<file path="src/source/maze_defs.svh">
`ifndef MAZE_DEFS_SVH
`define MAZE_DEFS_SVH

// object sizes and speeds, in pixels
`define BALL_SIZE       10'd8
`define PLAYER_SIZE     10'd12
`define BALL_STEP       10'd3
`define PLAYER_STEP     10'd1

// first pixel of vertical retrace
`define TICK_X          10'd0
`define TICK_Y          10'd481

// fixed lane of each obstacle
`define LANE_X0         10'd165
`define LANE_X1         10'd190
`define LANE_X2         10'd394
`define LANE_X3         10'd426
`define LANE_Y4         10'd74
`define LANE_Y5         10'd106

// bounce limits
`define H_MIN           10'd160
`define H_MAX           10'd436
`define V_MIN           10'd65
`define V_MAX           10'd372

// start positions
`define START_Y0        10'd65
`define START_Y1        10'd64
`define START_Y2        10'd64
`define START_Y3        10'd372
`define START_X4        10'd160
`define START_X5        10'd436
`define PLAYER_START_X  10'd16
`define PLAYER_START_Y  10'd360

`define BALL_RGB        12'hFFF
`define PLAYER_RGB      12'hAAA
`define BACKGROUND_RGB  12'h0E0
`define BLACK_RGB       12'h000

// corridor edges of the maze
`define COR_TOP         10'd64
`define COR_UPPER_FLOOR 10'd116
`define COR_UPPER_BOT   10'd128
`define COR_LEFT        10'd160
`define COR_SHAFT_R     10'd212
`define COR_SHAFT_END   10'd224
`define COR_LOWER_TOP   10'd320
`define COR_LOWER_FLOOR 10'd372
`define COR_MID         10'd384
`define COR_RIGHT       10'd448

`endif
</file>
<file path="src/source/game_pkg.sv">
`default_nettype none

package game_pkg;

    // sense of motion along an axis
    typedef enum logic {
        DIR_LOW  = 1'b0,    // toward smaller coordinates
        DIR_HIGH = 1'b1
    } dir_t;

    typedef enum logic {
        LANE_H = 1'b0,      // moves along x
        LANE_V = 1'b1       // moves along y
    } lane_axis_t;

    localparam int NUM_OBSTACLES = 6;

endpackage

`default_nettype wire

</file>
<file path="src/source/video_pkg.sv">
`default_nettype none

package video_pkg;

    // one screen axis, 0..639 or 0..524 with blanking
    typedef logic [9:0] coord_t;

    // 4 bits each of red, green, blue
    typedef logic [11:0] rgb_t;

endpackage

`default_nettype wire

</file>
<file path="src/source/maze_pixel_gen.sv">
`default_nettype none

`include "maze_defs.svh"

module maze_pixel_gen (
    input  wire logic              clk,
    input  wire logic              reset,
    input  wire logic              up,
    input  wire logic              down,
    input  wire logic              left,
    input  wire logic              right,
    input  wire logic              video_on,
    input  wire video_pkg::coord_t x,
    input  wire video_pkg::coord_t y,
    output video_pkg::rgb_t        rgb
);

    import video_pkg::*;
    import game_pkg::*;

    logic                       frame_tick;
    coord_t [NUM_OBSTACLES-1:0] obstacle_pos;
    logic   [NUM_OBSTACLES-1:0] ball_on;
    coord_t                     player_x;
    coord_t                     player_y;
    logic                       can_up;
    logic                       can_down;
    logic                       can_left;
    logic                       can_right;

    obstacle_motion u_obstacles (
        .clk, .reset, .x, .y, .frame_tick, .obstacle_pos
    );

    // four vertical lanes, then two horizontal
    ball_renderer #(.AXIS(LANE_V), .LANE(`LANE_X0)) u_ball0 (
        .x, .y, .pos(obstacle_pos[0]), .ball_on(ball_on[0]));
    ball_renderer #(.AXIS(LANE_V), .LANE(`LANE_X1)) u_ball1 (
        .x, .y, .pos(obstacle_pos[1]), .ball_on(ball_on[1]));
    ball_renderer #(.AXIS(LANE_V), .LANE(`LANE_X2)) u_ball2 (
        .x, .y, .pos(obstacle_pos[2]), .ball_on(ball_on[2]));
    ball_renderer #(.AXIS(LANE_V), .LANE(`LANE_X3)) u_ball3 (
        .x, .y, .pos(obstacle_pos[3]), .ball_on(ball_on[3]));
    ball_renderer #(.AXIS(LANE_H), .LANE(`LANE_Y4)) u_ball4 (
        .x, .y, .pos(obstacle_pos[4]), .ball_on(ball_on[4]));
    ball_renderer #(.AXIS(LANE_H), .LANE(`LANE_Y5)) u_ball5 (
        .x, .y, .pos(obstacle_pos[5]), .ball_on(ball_on[5]));

    maze_walls u_walls (
        .player_x, .player_y, .can_up, .can_down, .can_left, .can_right
    );

    player_motion u_player (
        .clk, .reset, .frame_tick, .up, .down, .left, .right,
        .can_up, .can_down, .can_left, .can_right,
        .obstacle_pos, .player_x, .player_y
    );

    pixel_mux u_mux (
        .video_on, .x, .y, .player_x, .player_y, .ball_on, .rgb
    );

endmodule

`default_nettype wire

</file>
<file path="src/source/pixel_mux.sv">
`default_nettype none

`include "maze_defs.svh"

module pixel_mux (
    input  wire logic                              video_on,
    input  wire video_pkg::coord_t                 x,
    input  wire video_pkg::coord_t                 y,
    input  wire video_pkg::coord_t                 player_x,
    input  wire video_pkg::coord_t                 player_y,
    input  wire logic [game_pkg::NUM_OBSTACLES-1:0] ball_on,
    output video_pkg::rgb_t                        rgb
);

    import video_pkg::*;

    coord_t dx;
    coord_t dy;
    logic   player_on;

    assign dx = x - player_x;
    assign dy = y - player_y;
    assign player_on = (x >= player_x) && (dx < `PLAYER_SIZE) &&
                       (y >= player_y) && (dy < `PLAYER_SIZE);

    // obstacles are drawn over the player
    always_comb begin
        if (!video_on)      rgb = `BLACK_RGB;
        else if (|ball_on)  rgb = `BALL_RGB;
        else if (player_on) rgb = `PLAYER_RGB;
        else                rgb = `BACKGROUND_RGB;
    end

endmodule

`default_nettype wire

</file>
<file path="src/source/player_motion.sv">
`default_nettype none

`include "maze_defs.svh"

module player_motion (
    input  wire logic                                           clk,
    input  wire logic                                           reset,
    input  wire logic                                           frame_tick,
    input  wire logic                                           up,
    input  wire logic                                           down,
    input  wire logic                                           left,
    input  wire logic                                           right,
    input  wire logic                                           can_up,
    input  wire logic                                           can_down,
    input  wire logic                                           can_left,
    input  wire logic                                           can_right,
    input  wire video_pkg::coord_t [game_pkg::NUM_OBSTACLES-1:0] obstacle_pos,
    output video_pkg::coord_t                                   player_x,
    output video_pkg::coord_t                                   player_y
);

    import video_pkg::*;
    import game_pkg::*;

    localparam int NUM_VERTICAL = 4;   // obstacles 0..3 run along y
    localparam coord_t [NUM_OBSTACLES-1:0] LANES = {
        `LANE_Y5, `LANE_Y4, `LANE_X3, `LANE_X2, `LANE_X1, `LANE_X0
    };

    logic [NUM_OBSTACLES-1:0] hit;

    // inclusive box overlap with each obstacle
    for (genvar i = 0; i < NUM_OBSTACLES; i++) begin : g_hit
        coord_t bx;
        coord_t by;
        assign bx = (i < NUM_VERTICAL) ? LANES[i] : obstacle_pos[i];
        assign by = (i < NUM_VERTICAL) ? obstacle_pos[i] : LANES[i];
        assign hit[i] = (bx < player_x + `PLAYER_SIZE) && (player_x < bx + `BALL_SIZE) &&
                        (by < player_y + `PLAYER_SIZE) && (player_y < by + `BALL_SIZE);
    end

    always_ff @(posedge clk or posedge reset) begin
        if (reset) begin
            player_x <= `PLAYER_START_X;
            player_y <= `PLAYER_START_Y;
        end else if (frame_tick) begin
            if (|hit) begin
                player_x <= `PLAYER_START_X;   // caught, back to start
                player_y <= `PLAYER_START_Y;
            end else begin
                if (up && can_up)       player_y <= player_y - `PLAYER_STEP;
                if (down && can_down)   player_y <= player_y + `PLAYER_STEP;   // wins over up
                if (left && can_left)   player_x <= player_x - `PLAYER_STEP;
                if (right && can_right) player_x <= player_x + `PLAYER_STEP;
            end
        end
    end

    // player only moves on the frame tick
    a_hold: assert property (@(posedge clk) disable iff (reset)
        !frame_tick |=> $stable({player_x, player_y}));

endmodule

`default_nettype wire

</file>
<file path="src/source/maze_walls.sv">
`default_nettype none

`include "maze_defs.svh"

module maze_walls (
    input  wire video_pkg::coord_t player_x,
    input  wire video_pkg::coord_t player_y,
    output logic                   can_up,
    output logic                   can_down,
    output logic                   can_left,
    output logic                   can_right
);

    // lower start corridor, left shaft, upper corridor and right shaft
    assign can_up =
        (player_x <= `COR_LEFT && player_y > `COR_LOWER_TOP) ||
        (player_x >= `COR_LEFT && player_x < `COR_RIGHT && player_y > `COR_TOP) ||
        (player_x > `COR_RIGHT && player_y > `COR_LOWER_TOP);

    assign can_down =
        (player_x <= `COR_SHAFT_END && player_y < `COR_LOWER_FLOOR) ||
        (player_x >= `COR_SHAFT_END && player_x < `COR_MID && player_y < `COR_UPPER_FLOOR) ||
        (player_x >= `COR_MID && player_y < `COR_LOWER_FLOOR);

    // no step left of the screen edge at x = 0
    assign can_left =
        (player_y >= `COR_LOWER_TOP && player_y < `COR_MID &&
         player_x != '0 && player_x <= `COR_SHAFT_END) ||
        (player_y >= `COR_TOP && player_y < `COR_LOWER_TOP &&
         player_x > `COR_LEFT && player_x <= `COR_SHAFT_END) ||
        (player_y >= `COR_TOP && player_y < `COR_UPPER_BOT &&
         player_x > `COR_SHAFT_END && player_x < `COR_RIGHT) ||
        (player_y > `COR_UPPER_BOT && player_y < `COR_MID &&
         player_x > `COR_MID && player_x < `COR_RIGHT) ||
        (player_y >= `COR_LOWER_TOP && player_y < `COR_MID && player_x >= `COR_RIGHT);

    assign can_right =
        (player_y >= `COR_LOWER_TOP && player_y < `COR_MID && player_x <= `COR_LEFT) ||
        (player_y > `COR_UPPER_BOT && player_y < `COR_MID &&
         player_x >= `COR_LEFT && player_x < `COR_SHAFT_R) ||
        (player_y >= `COR_TOP && player_y < `COR_UPPER_BOT &&
         player_x >= `COR_LEFT && player_x <= `COR_MID) ||
        (player_y >= `COR_TOP && player_y < `COR_LOWER_TOP &&
         player_x >= `COR_MID && player_x <= `COR_RIGHT) ||
        (player_y >= `COR_LOWER_TOP && player_y < `COR_MID && player_x > `COR_MID);

endmodule

`default_nettype wire

</file>
<file path="src/source/obstacle_motion.sv">
`default_nettype none

`include "maze_defs.svh"

module obstacle_motion (
    input  wire logic                                           clk,
    input  wire logic                                           reset,
    input  wire video_pkg::coord_t                              x,
    input  wire video_pkg::coord_t                              y,
    output logic                                                frame_tick,
    output video_pkg::coord_t [game_pkg::NUM_OBSTACLES-1:0]     obstacle_pos
);

    import video_pkg::*;
    import game_pkg::*;

    dir_t dir_a;    // obstacles 0 and 2
    dir_t dir_b;    // obstacles 1 and 3
    dir_t dir_4;
    dir_t dir_5;
    logic go_a;
    logic go_b;
    logic go_4;
    logic go_5;

    // true when a mover still has room in its current direction
    function automatic logic has_room(coord_t p, dir_t d, coord_t lo, coord_t hi);
        has_room = (d == DIR_LOW) ? (p > lo) : (p < hi);
    endfunction

    function automatic coord_t stepped(coord_t p, dir_t d);
        stepped = (d == DIR_LOW) ? p - `BALL_STEP : p + `BALL_STEP;
    endfunction

    assign frame_tick = (x == `TICK_X) && (y == `TICK_Y);   // once per frame

    // a pair only moves when both members can
    assign go_a = has_room(obstacle_pos[0], dir_a, `V_MIN, `V_MAX) &&
                  has_room(obstacle_pos[2], dir_a, `V_MIN, `V_MAX);
    assign go_b = has_room(obstacle_pos[1], dir_b, `V_MIN, `V_MAX) &&
                  has_room(obstacle_pos[3], dir_b, `V_MIN, `V_MAX);
    assign go_4 = has_room(obstacle_pos[4], dir_4, `H_MIN, `H_MAX);
    assign go_5 = has_room(obstacle_pos[5], dir_5, `H_MIN, `H_MAX);

    always_ff @(posedge clk or posedge reset) begin
        if (reset) begin
            obstacle_pos[0] <= `START_Y0;
            obstacle_pos[1] <= `START_Y1;
            obstacle_pos[2] <= `START_Y2;
            obstacle_pos[3] <= `START_Y3;
            obstacle_pos[4] <= `START_X4;
            obstacle_pos[5] <= `START_X5;
            dir_a <= DIR_LOW;
            dir_b <= DIR_HIGH;
            dir_4 <= DIR_LOW;
            dir_5 <= DIR_HIGH;
        end else if (frame_tick) begin
            if (go_a) begin
                obstacle_pos[0] <= stepped(obstacle_pos[0], dir_a);
                obstacle_pos[2] <= stepped(obstacle_pos[2], dir_a);
            end else begin
                dir_a <= dir_t'(~dir_a);    // bounce, no move this frame
            end
            if (go_b) begin
                obstacle_pos[1] <= stepped(obstacle_pos[1], dir_b);
                obstacle_pos[3] <= stepped(obstacle_pos[3], dir_b);
            end else begin
                dir_b <= dir_t'(~dir_b);
            end
            if (go_4) obstacle_pos[4] <= stepped(obstacle_pos[4], dir_4);
            else      dir_4 <= dir_t'(~dir_4);
            if (go_5) obstacle_pos[5] <= stepped(obstacle_pos[5], dir_5);
            else      dir_5 <= dir_t'(~dir_5);
        end
    end

    // horizontal movers stay inside their limits, give or take one step
    a_h_limits: assert property (@(posedge clk) disable iff (reset)
        obstacle_pos[4] >= `H_MIN - `BALL_STEP && obstacle_pos[4] <= `H_MAX + `BALL_STEP &&
        obstacle_pos[5] >= `H_MIN - `BALL_STEP && obstacle_pos[5] <= `H_MAX + `BALL_STEP);

endmodule

`default_nettype wire

</file>
<file path="src/source/ball_renderer.sv">
`default_nettype none

`include "maze_defs.svh"

module ball_renderer #(
    parameter game_pkg::lane_axis_t AXIS = game_pkg::LANE_V,
    parameter video_pkg::coord_t    LANE = '0
) (
    input  wire video_pkg::coord_t x,
    input  wire video_pkg::coord_t y,
    input  wire video_pkg::coord_t pos,
    output logic                   ball_on
);

    import video_pkg::*;
    import game_pkg::*;

    coord_t     box_left;
    coord_t     box_top;
    coord_t     dx;
    coord_t     dy;
    logic       in_box;
    logic [7:0] row_bits;

    // lane fixes one edge, pos the other
    assign box_left = (AXIS == LANE_V) ? LANE : pos;
    assign box_top  = (AXIS == LANE_V) ? pos : LANE;

    assign dx = x - box_left;
    assign dy = y - box_top;

    assign in_box = (x >= box_left) && (dx < `BALL_SIZE) &&
                    (y >= box_top) && (dy < `BALL_SIZE);

    ball_rom u_rom (
        .row  (dy[2:0]),
        .bits (row_bits)
    );

    assign ball_on = in_box & row_bits[dx[2:0]];   // bit 0 is the left column

endmodule

`default_nettype wire

</file>
<file path="src/source/ball_rom.sv">
`default_nettype none

module ball_rom (
    input  wire logic [2:0] row,
    output logic      [7:0] bits
);

    // round ball, corners left clear
    always_comb begin
        case (row)
            3'd0: bits = 8'b0011_1100;
            3'd1: bits = 8'b0111_1110;
            3'd2: bits = 8'b1111_1111;
            3'd3: bits = 8'b1111_1111;
            3'd4: bits = 8'b1111_1111;
            3'd5: bits = 8'b1111_1111;
            3'd6: bits = 8'b0111_1110;
            3'd7: bits = 8'b0011_1100;
        endcase
    end

endmodule

`default_nettype wire

</file>
<file path="config.mk">
export PLATFORM = sky130hd
export DESIGN_NAME = maze_pixel_gen
export DESIGN_NICKNAME = d
export VERILOG_FILES = /design/src/source/game_pkg.sv /design/src/source/video_pkg.sv /design/src/source/maze_pixel_gen.sv /design/src/source/pixel_mux.sv /design/src/source/player_motion.sv /design/src/source/maze_walls.sv /design/src/source/obstacle_motion.sv /design/src/source/ball_renderer.sv /design/src/source/ball_rom.sv
export VERILOG_INCLUDE_DIRS = /design/src /design/src/source
export SDC_FILE = /design/constraint.sdc
export NUM_CORES = 1
export LEC_CHECK = 0
export BUFFER_PORTS_ARGS = -buffer_cell sky130_fd_sc_hd__clkbuf_2
export CAP_MARGIN = 20
export CORE_MARGIN = 2
export CORE_UTILIZATION = 55
export CTS_CLUSTER_SIZE = 8
export DETAILED_ROUTE_END_ITERATION = 6
export GPL_ROUTABILITY_DRIVEN = 0
export GPL_TIMING_DRIVEN = 0
export MAX_ROUTING_LAYER = met4
export PLACE_DENSITY = 0.83
export SLEW_MARGIN = 20
export SYNTH_ARGS = -nofsm -noshare
export SYNTH_HDL_FRONTEND = slang
export SYNTH_HIERARCHICAL = 1
export SYNTH_SLANG_ARGS = --single-unit
</file>
<file path="constraint.sdc">
create_clock -name clk -period 4.24 [get_ports clk]
set_input_delay 0.848 -clock clk [delete_from_list [all_inputs] [get_ports clk]]
set_output_delay 0.848 -clock clk [all_outputs]
set_load 0.05 [all_outputs]
</file>
Word level (Yosys, flattened, before mapping)
Memory sizes are Yosys's and may differ from the RTL's.
Index checks and enable logic that the tools add are counted.

storage, ports and cells
  register bits = 84
  ROM bits = 192
  bits of input ports = 27
  output and inout port bits = 12
  word-level logic and storage cells = 302
  memories kept = 6

operators by class
  $add $sub $neg = 38
  order comparisons = 95
  equal/unequal tests = 1
  muxes and demuxes = 33
  bitwise gates (word level) = 14
  reductions and logical operators = 103

memories
  memory           depth  bits a word  rd ports  clocked after Yosys merged registers in  write ports  line            source
  (no name shown)  8      4            1         0                                        0            ball_rom.sv:10  case (row)
  (no name shown)  8      4            1         0                                        0            ball_rom.sv:10
  (no name shown)  8      4            1         0                                        0            ball_rom.sv:10
  (no name shown)  8      4            1         0                                        0            ball_rom.sv:10
  (no name shown)  8      4            1         0                                        0            ball_rom.sv:10
  (no name shown)  8      4            1         0                                        0            ball_rom.sv:10

operator list
  operator               count
  $lt 10x4->1 const B    14
  $lt 10x9->1 const B    13
  $lt 10x10->1           12
  $mux 10                12
  $add 10x4->10 const B  8
  $ge 10x10->1           8
  $sub 10x10->10         8
  $logic_and 1x1->1      75
  $add 10x2->10 const B  6
  $sub 10x2->10 const B  6
  $ge 10x9->1 const B    5
  $gt 10x7->1 const B    5
  $gt 10x8->1 const B    5
  $ge 10x8->1 const B    4
  $lt 10x8->1 const B    4
  $mux 12                3
  $ge 10x7->1 const B    3
  $gt 10x9->1 const B    3
  $lt 10x7->1 const B    3
  $lt 3x4->1 const B     6
  $add 10x1->10 const B  2
  $le 10x8->1 const B    2
  $le 10x9->1 const B    2
  $lt 7x10->1 const A    2
  other kinds (17)       73

Depth between registers and ports, before layout
  word-level depth = 12
  mapped depth = 17
  mapped depth without buffers = 16

Modules after synthesis
Netlist, hierarchy kept.

by module, submodules not included
  module                   times used  cells each  area each (um^2)  seq. area each (um^2)
  player_motion            1           602         5073.6            506.7
  obstacle_motion          1           488         4798.4            1624.1
  pixel_mux                1           155         1102.3            0.0
  ball_renderer (u_ball0)  1           102         734.5             0.0
  ball_renderer (u_ball4)  1           93          690.7             0.0
  ball_renderer (u_ball1)  1           90          649.4             0.0
  ball_renderer (u_ball2)  1           89          635.6             0.0
  ball_renderer (u_ball3)  1           84          626.9             0.0
  ball_renderer (u_ball5)  1           81          595.6             0.0
  ball_rom                 6           11          72.6              0.0
  maze_walls               1           63          412.9             0.0

Worst setup path after synthesis
No wires, ideal clock.

  path kind = input port to output port
  start point = in y[0]
  end point = out rgb[11]
  arrival time = 4.816 ns
  data required time = 3.392 ns
  setup slack = -1.424 ns
  stages on the path = 15
  buffers on the path = 2
  path through = inv_1 > ha_1 > fa_1 > xnor2_1 > nor3_1 > nor2_1 > buf_4 > mux4_2 > mux2i_1 > or4_1 > a2111oi_2 > nor2_1 > a31oi_1 > a21o_1 > buf_4

on the way
  cells in the longest elaborated chain, start to end = 8
  elaborated cells between the ends (all ways) = 63
  those cells by class = add/sub: 7; order compare: 14; mux: 15; bitwise: 6; reduce/logical: 15; memory: 6

ends and longest elaborated chain
  item                          line                  source
  from (decl)                   maze_pixel_gen.sv:14  input wire video_pkg::coord_t y,
  $sub 10x10->10                ball_renderer.sv:30   assign dy = y - box_top;
  via u_ball0.dy[2]             ball_renderer.sv:21   coord_t dy;
  $mem_v2 8x4                   -
  via u_ball0.row_bits[1]       ball_renderer.sv:23   logic [7:0] row_bits;
  $bmux 1 s3                    ball_renderer.sv:40   assign ball_on = in_box & row_bits[dx[2:0]];
  $mux 1 (not written as such)  ball_renderer.sv:40
  $and 1x1->1                   ball_renderer.sv:40
  via ball_on[0]                maze_pixel_gen.sv:23  logic [NUM_OBSTACLES-1:0] ball_on;
  $reduce_or 6->1               pixel_mux.sv:29       else if (|ball_on) rgb = `BALL_RGB;
  $mux 12                       pixel_mux.sv:29
  $mux 12                       pixel_mux.sv:28       if (!video_on) rgb = `BLACK_RGB;
  to (decl)                     maze_pixel_gen.sv:15  output video_pkg::rgb_t rgb

The timed path passes the listed nets, and every way through them passes these cells. The select of a mux whose other input is x is not followed.

Final worst setup path
  start point = in y[0]
  end point = out rgb[9]

on the way
  cells in the longest elaborated chain, start to end = 8
  elaborated cells between the ends (all ways) = 63
  those cells by class = add/sub: 7; order compare: 14; mux: 15; bitwise: 6; reduce/logical: 15; memory: 6

ends and longest elaborated chain
  item                          line
  $sub 10x10->10                ball_renderer.sv:30
  via u_ball3.dy[2]             ball_renderer.sv:21
  $mem_v2 8x4                   -
  via u_ball3.row_bits[1]       ball_renderer.sv:23
  $bmux 1 s3                    ball_renderer.sv:40
  $mux 1 (not written as such)  ball_renderer.sv:40
  $and 1x1->1                   ball_renderer.sv:40
  via ball_on[3]                maze_pixel_gen.sv:23
  $reduce_or 6->1               pixel_mux.sv:29
  $mux 12                       pixel_mux.sv:29
  $mux 12                       pixel_mux.sv:28

The timed path passes the listed nets, and every way through them passes these cells. The select of a mux whose other input is x is not followed.

==> impl_metrics.json <==
{
  "status": "finished, violations left",
  "violations": "design-rule violations, negative setup slack",
  "drive_gt1_share_pct": 15.1,
  "hold_viol_final": 0,
  "grt_pass1_vias": 14900,
  "area_growth_pct": 10.4,
  "drt_first_pass_iters": 7,
  "swShare_pct": 28.7,
  "crit_top_cell": "clkbuf_16",
  "leakage_nw": 7.86,
  "synth_cells": 1913,
  "fin_cells": 2381,
  "hpwl_um": 33300,
  "fin_skew_ns": 0.0107,
  "first_iter_violations": 1373,
  "dieArea_sq_um": 30000,
  "cp_max_fo": 6,
  "cts_max_path_buffers": 2,
  "critPathRequiredTime_ns": 3.39,
  "synth-seq-area-share_pct": 13.5,
  "cts_sinks": 84,
  "stdcell_area_sq_um": 17400,
  "fp.dieH_um": 173,
  "crit_family": "multiplexers",
  "syn_area_per_cell_sq_um": 8.24,
  "post-route-min-period_ns": 4.90,
  "antenna_found_initial": 0,
  "fmax_mhz": 204,
  "synth_cell_types": 123,
  "vdd_drop_max_mv": 0.192,
  "grt_pass1_wl_um": 73000,
  "wl_per_cell_um": 19.0,
  "async_flop_share_pct": 100,
  "gr-total-overflow": 0,
  "worstMarginPinSlew_ns": 0.791,
  "finalMaxSlewViolations": 0,
  "rows": 61,
  "critPathMaxStageDelay_ns": 0.43,
  "clk_pin_slew_ns": 0.06,
  "p_int_mw": 1.61,
  "layout_setup_ws_ns": -0.662,
  "die_w_um": 173,
  "pwr-share-seq_pct": 35.5,
  "path_buf_inv": 5,
  "cp_cell_sequence": "clkbuf_16 > inv_1 > ha_1 > fa_1 > xnor2_2 > and3_1 > nor2_1 > buf_4 > mux4_2 > mux2_2 > nand4_1 > nor4_2 > nor2_2 > a31oi_4 > a21o_4 > buf_8 > clkbuf_16",
  "powerDensity_nw_per_um2": 130,
  "cts_buffers": 9,
  "coreArea_sq_um": 28000,
  "rsz0062_at_grt": "yes",
  "hold_class": "in -> async",
  "grtUsageTotal_pct": 30.2,
  "cp.arrival_ns": 4.05,
  "clk_latency_ns": 0.36,
  "wl_um": 45200,
  "ys_ff_latch": 84,
  "p_sw_mw": 0.649,
  "clkPwrFrac_pct": 40.7,
  "power_mw": 2.26,
  "combPwrFrac_pct": 23.8,
  "r2r.worst_path.cells": 14,
  "place_area_sq_um": 16600,
  "reg2reg_from": "u_player/player_y[3]",
  "io_buffers": 38,
  "cts_root_buf": "clkbuf_16",
  "relSlewSlack_pct": 47.2,
  "postRouteAntennaNets": 0,
  "ys.flop_type": "dfrtp_1",
  "vias": 15500,
  "placed_cells": 2348,
  "critical_path_class": "in -> out",
  "final_nets": 2303,
  "timing.final.crit_share_pct": 116,
  "via_per_inst": 6.50,
  "fillers": 2306,
  "syn-cell-area_sq_um": 15800,
  "setup_viol": 10,
  "synth-edff-count": 0,
  "crit_slowest_cell": "fa_1",
  "grt_max_degree": 43,
  "drc_errors": 3,
  "r2r-end": "u_player/player_x[2]",
  "n_antenna_cell": 0,
  "cts_tree": "built",
  "synth_warnings": 6,
  "io_pins": 39,
  "cap_violations": 0,
  "cp.depth": 17,
  "htreeDepth": 3,
  "start_kind": "input port",
  "end_kind": "primary output",
  "ff2ff_setup_slack_ns": 0.11,
  "initial_core_util_pct": 56.2,
  "dp_slack_ns": -1.23
}
[stage by stage]
| stage | hold slack, ns | util (%) | setup TNS [ns] |
|---|---|---|---|
| 3_5_place_dp | 0.525 | 59.2 | -13.96 |
| 2_1_floorplan | 0.488 | - | -4.27 |
| 6_report | 0.471 | 62.1 | -6.16 |
| 4_1_cts | 0.473 | 61.6 | -6.25 |
| 3_3_place_gp | 0.517 | 59.1 | -11.44 |
| 5_1_grt | 0.487 | 62.1 | -7.70 |
[power groups by stage]
stage	Sequential (mW)	Combinational, mW	Clock (mW)
after global placement	0.817	0.487	0
after detailed placement	0.817	0.510	0
after floorplan	0.817	0.373	0
final	0.802	0.538	0.921
after CTS	0.802	0.524	0.932
after global routing	0.802	0.588	0.961
[cell families after synthesis]
logic type	count (synthesis)	share of synthesized area, %
simple gates	532	18.4
compound gates	528	23.6
fa+ha+maj	281	22.9
buf+inv	273	7.94
xor+xnor	148	8.28
flops	84	13.5
mux	61	5.16
other cells	6	0.143
[worst max-delay path by stage]
stage               start       to
floorplan            y[0]  rgb[11]
global placement     y[0]   rgb[3]
detailed placement   y[1]   rgb[9]
CTS                  y[0]   rgb[9]
global route         y[0]   rgb[3]
finish               y[0]   rgb[9]
[cells in the mapped netlist, types with 14 or more instances]
cell type | number | area (sq um)
mux2_2 | 27 | 304
fa_1 | 14 | 280
inv_1 | 201 | 754
o211ai_1 | 14 | 105
nand3b_1 | 15 | 113
nor2b_1 | 21 | 131
and3_1 | 27 | 169
xnor2_1 | 82 | 718
a21oi_1 | 102 | 510
o22ai_1 | 16 | 100
a31oi_1 | 18 | 113
o21ai_0 | 120 | 601
nor4_1 | 15 | 93.8
a211oi_1 | 18 | 135
buf_4 | 48 | 360
dfstp_2 | 23 | 604
xor2_1 | 65 | 569
nand3_1 | 61 | 305
nand2b_1 | 30 | 188
dfrtp_1 | 61 | 1530
o21a_1 | 16 | 120
nand2_1 | 107 | 402
ha_1 | 264 | 3300
nand4_1 | 18 | 113
a21o_1 | 37 | 278
nor3_1 | 39 | 195
nor2_1 | 112 | 420
[area by class of cell]
type                            instances  area [sq um]  share of cell area [%]
Tap cell                              378           473                    2.72
Multi-Input combinational cell       1574         12600                    72.6
Clock buffer                           10           229                    1.32
Clock inverter                          6           111                   0.640
Buffer                                 70           519                    2.98
Inverter                              202           773                    4.44
Timing Repair Buffer                   57           512                    2.94
Sequential cell                        84          2150                    12.4
[per-layer routing]
metal	wire length [um]	vias to the layer above	track usage [%]
li1	-	7210	-
met2	21200	766	50.0
met4	1500	0	12.4
met3	3610	127	4.61
met5	0	-	-
met1	18900	7375	36.9
[repair_timing]
item                       4_1_cts  5_1_grt
pin swaps                        6        8
buffers inserted                 9        9
hold buffers                     0        0
setup endpoints to repair       30       23
resized for setup               48       25
[cells in the final DEF, fill, tap and decap left out, types with 21 or more instances in the layout]
cell,count
nand3_1,61
nand2b_1,30
and3_1,26
nor2b_1,21
clkbuf_2,24
conb_1,24
mux2_2,27
o21ai_0,119
nor2_1,108
a21o_1,36
ha_1,260
xor2_1,63
nand2_1,106
xnor2_1,78
a21oi_1,101
nor3_1,39
dfrtp_1,55
inv_1,198
dfstp_2,21
buf_4,59
[flip-flops by register name, summed over array words and instances, names as in the netlist]
name                      flops
u_player/player_y            10
u_obstacles/dir_5             1
u_obstacles/obstacle_pos     60
u_obstacles/dir_a             1
u_player/player_x            10
u_obstacles/dir_b             1
u_obstacles/dir_4             1
Power figures use the tool's default switching activity.
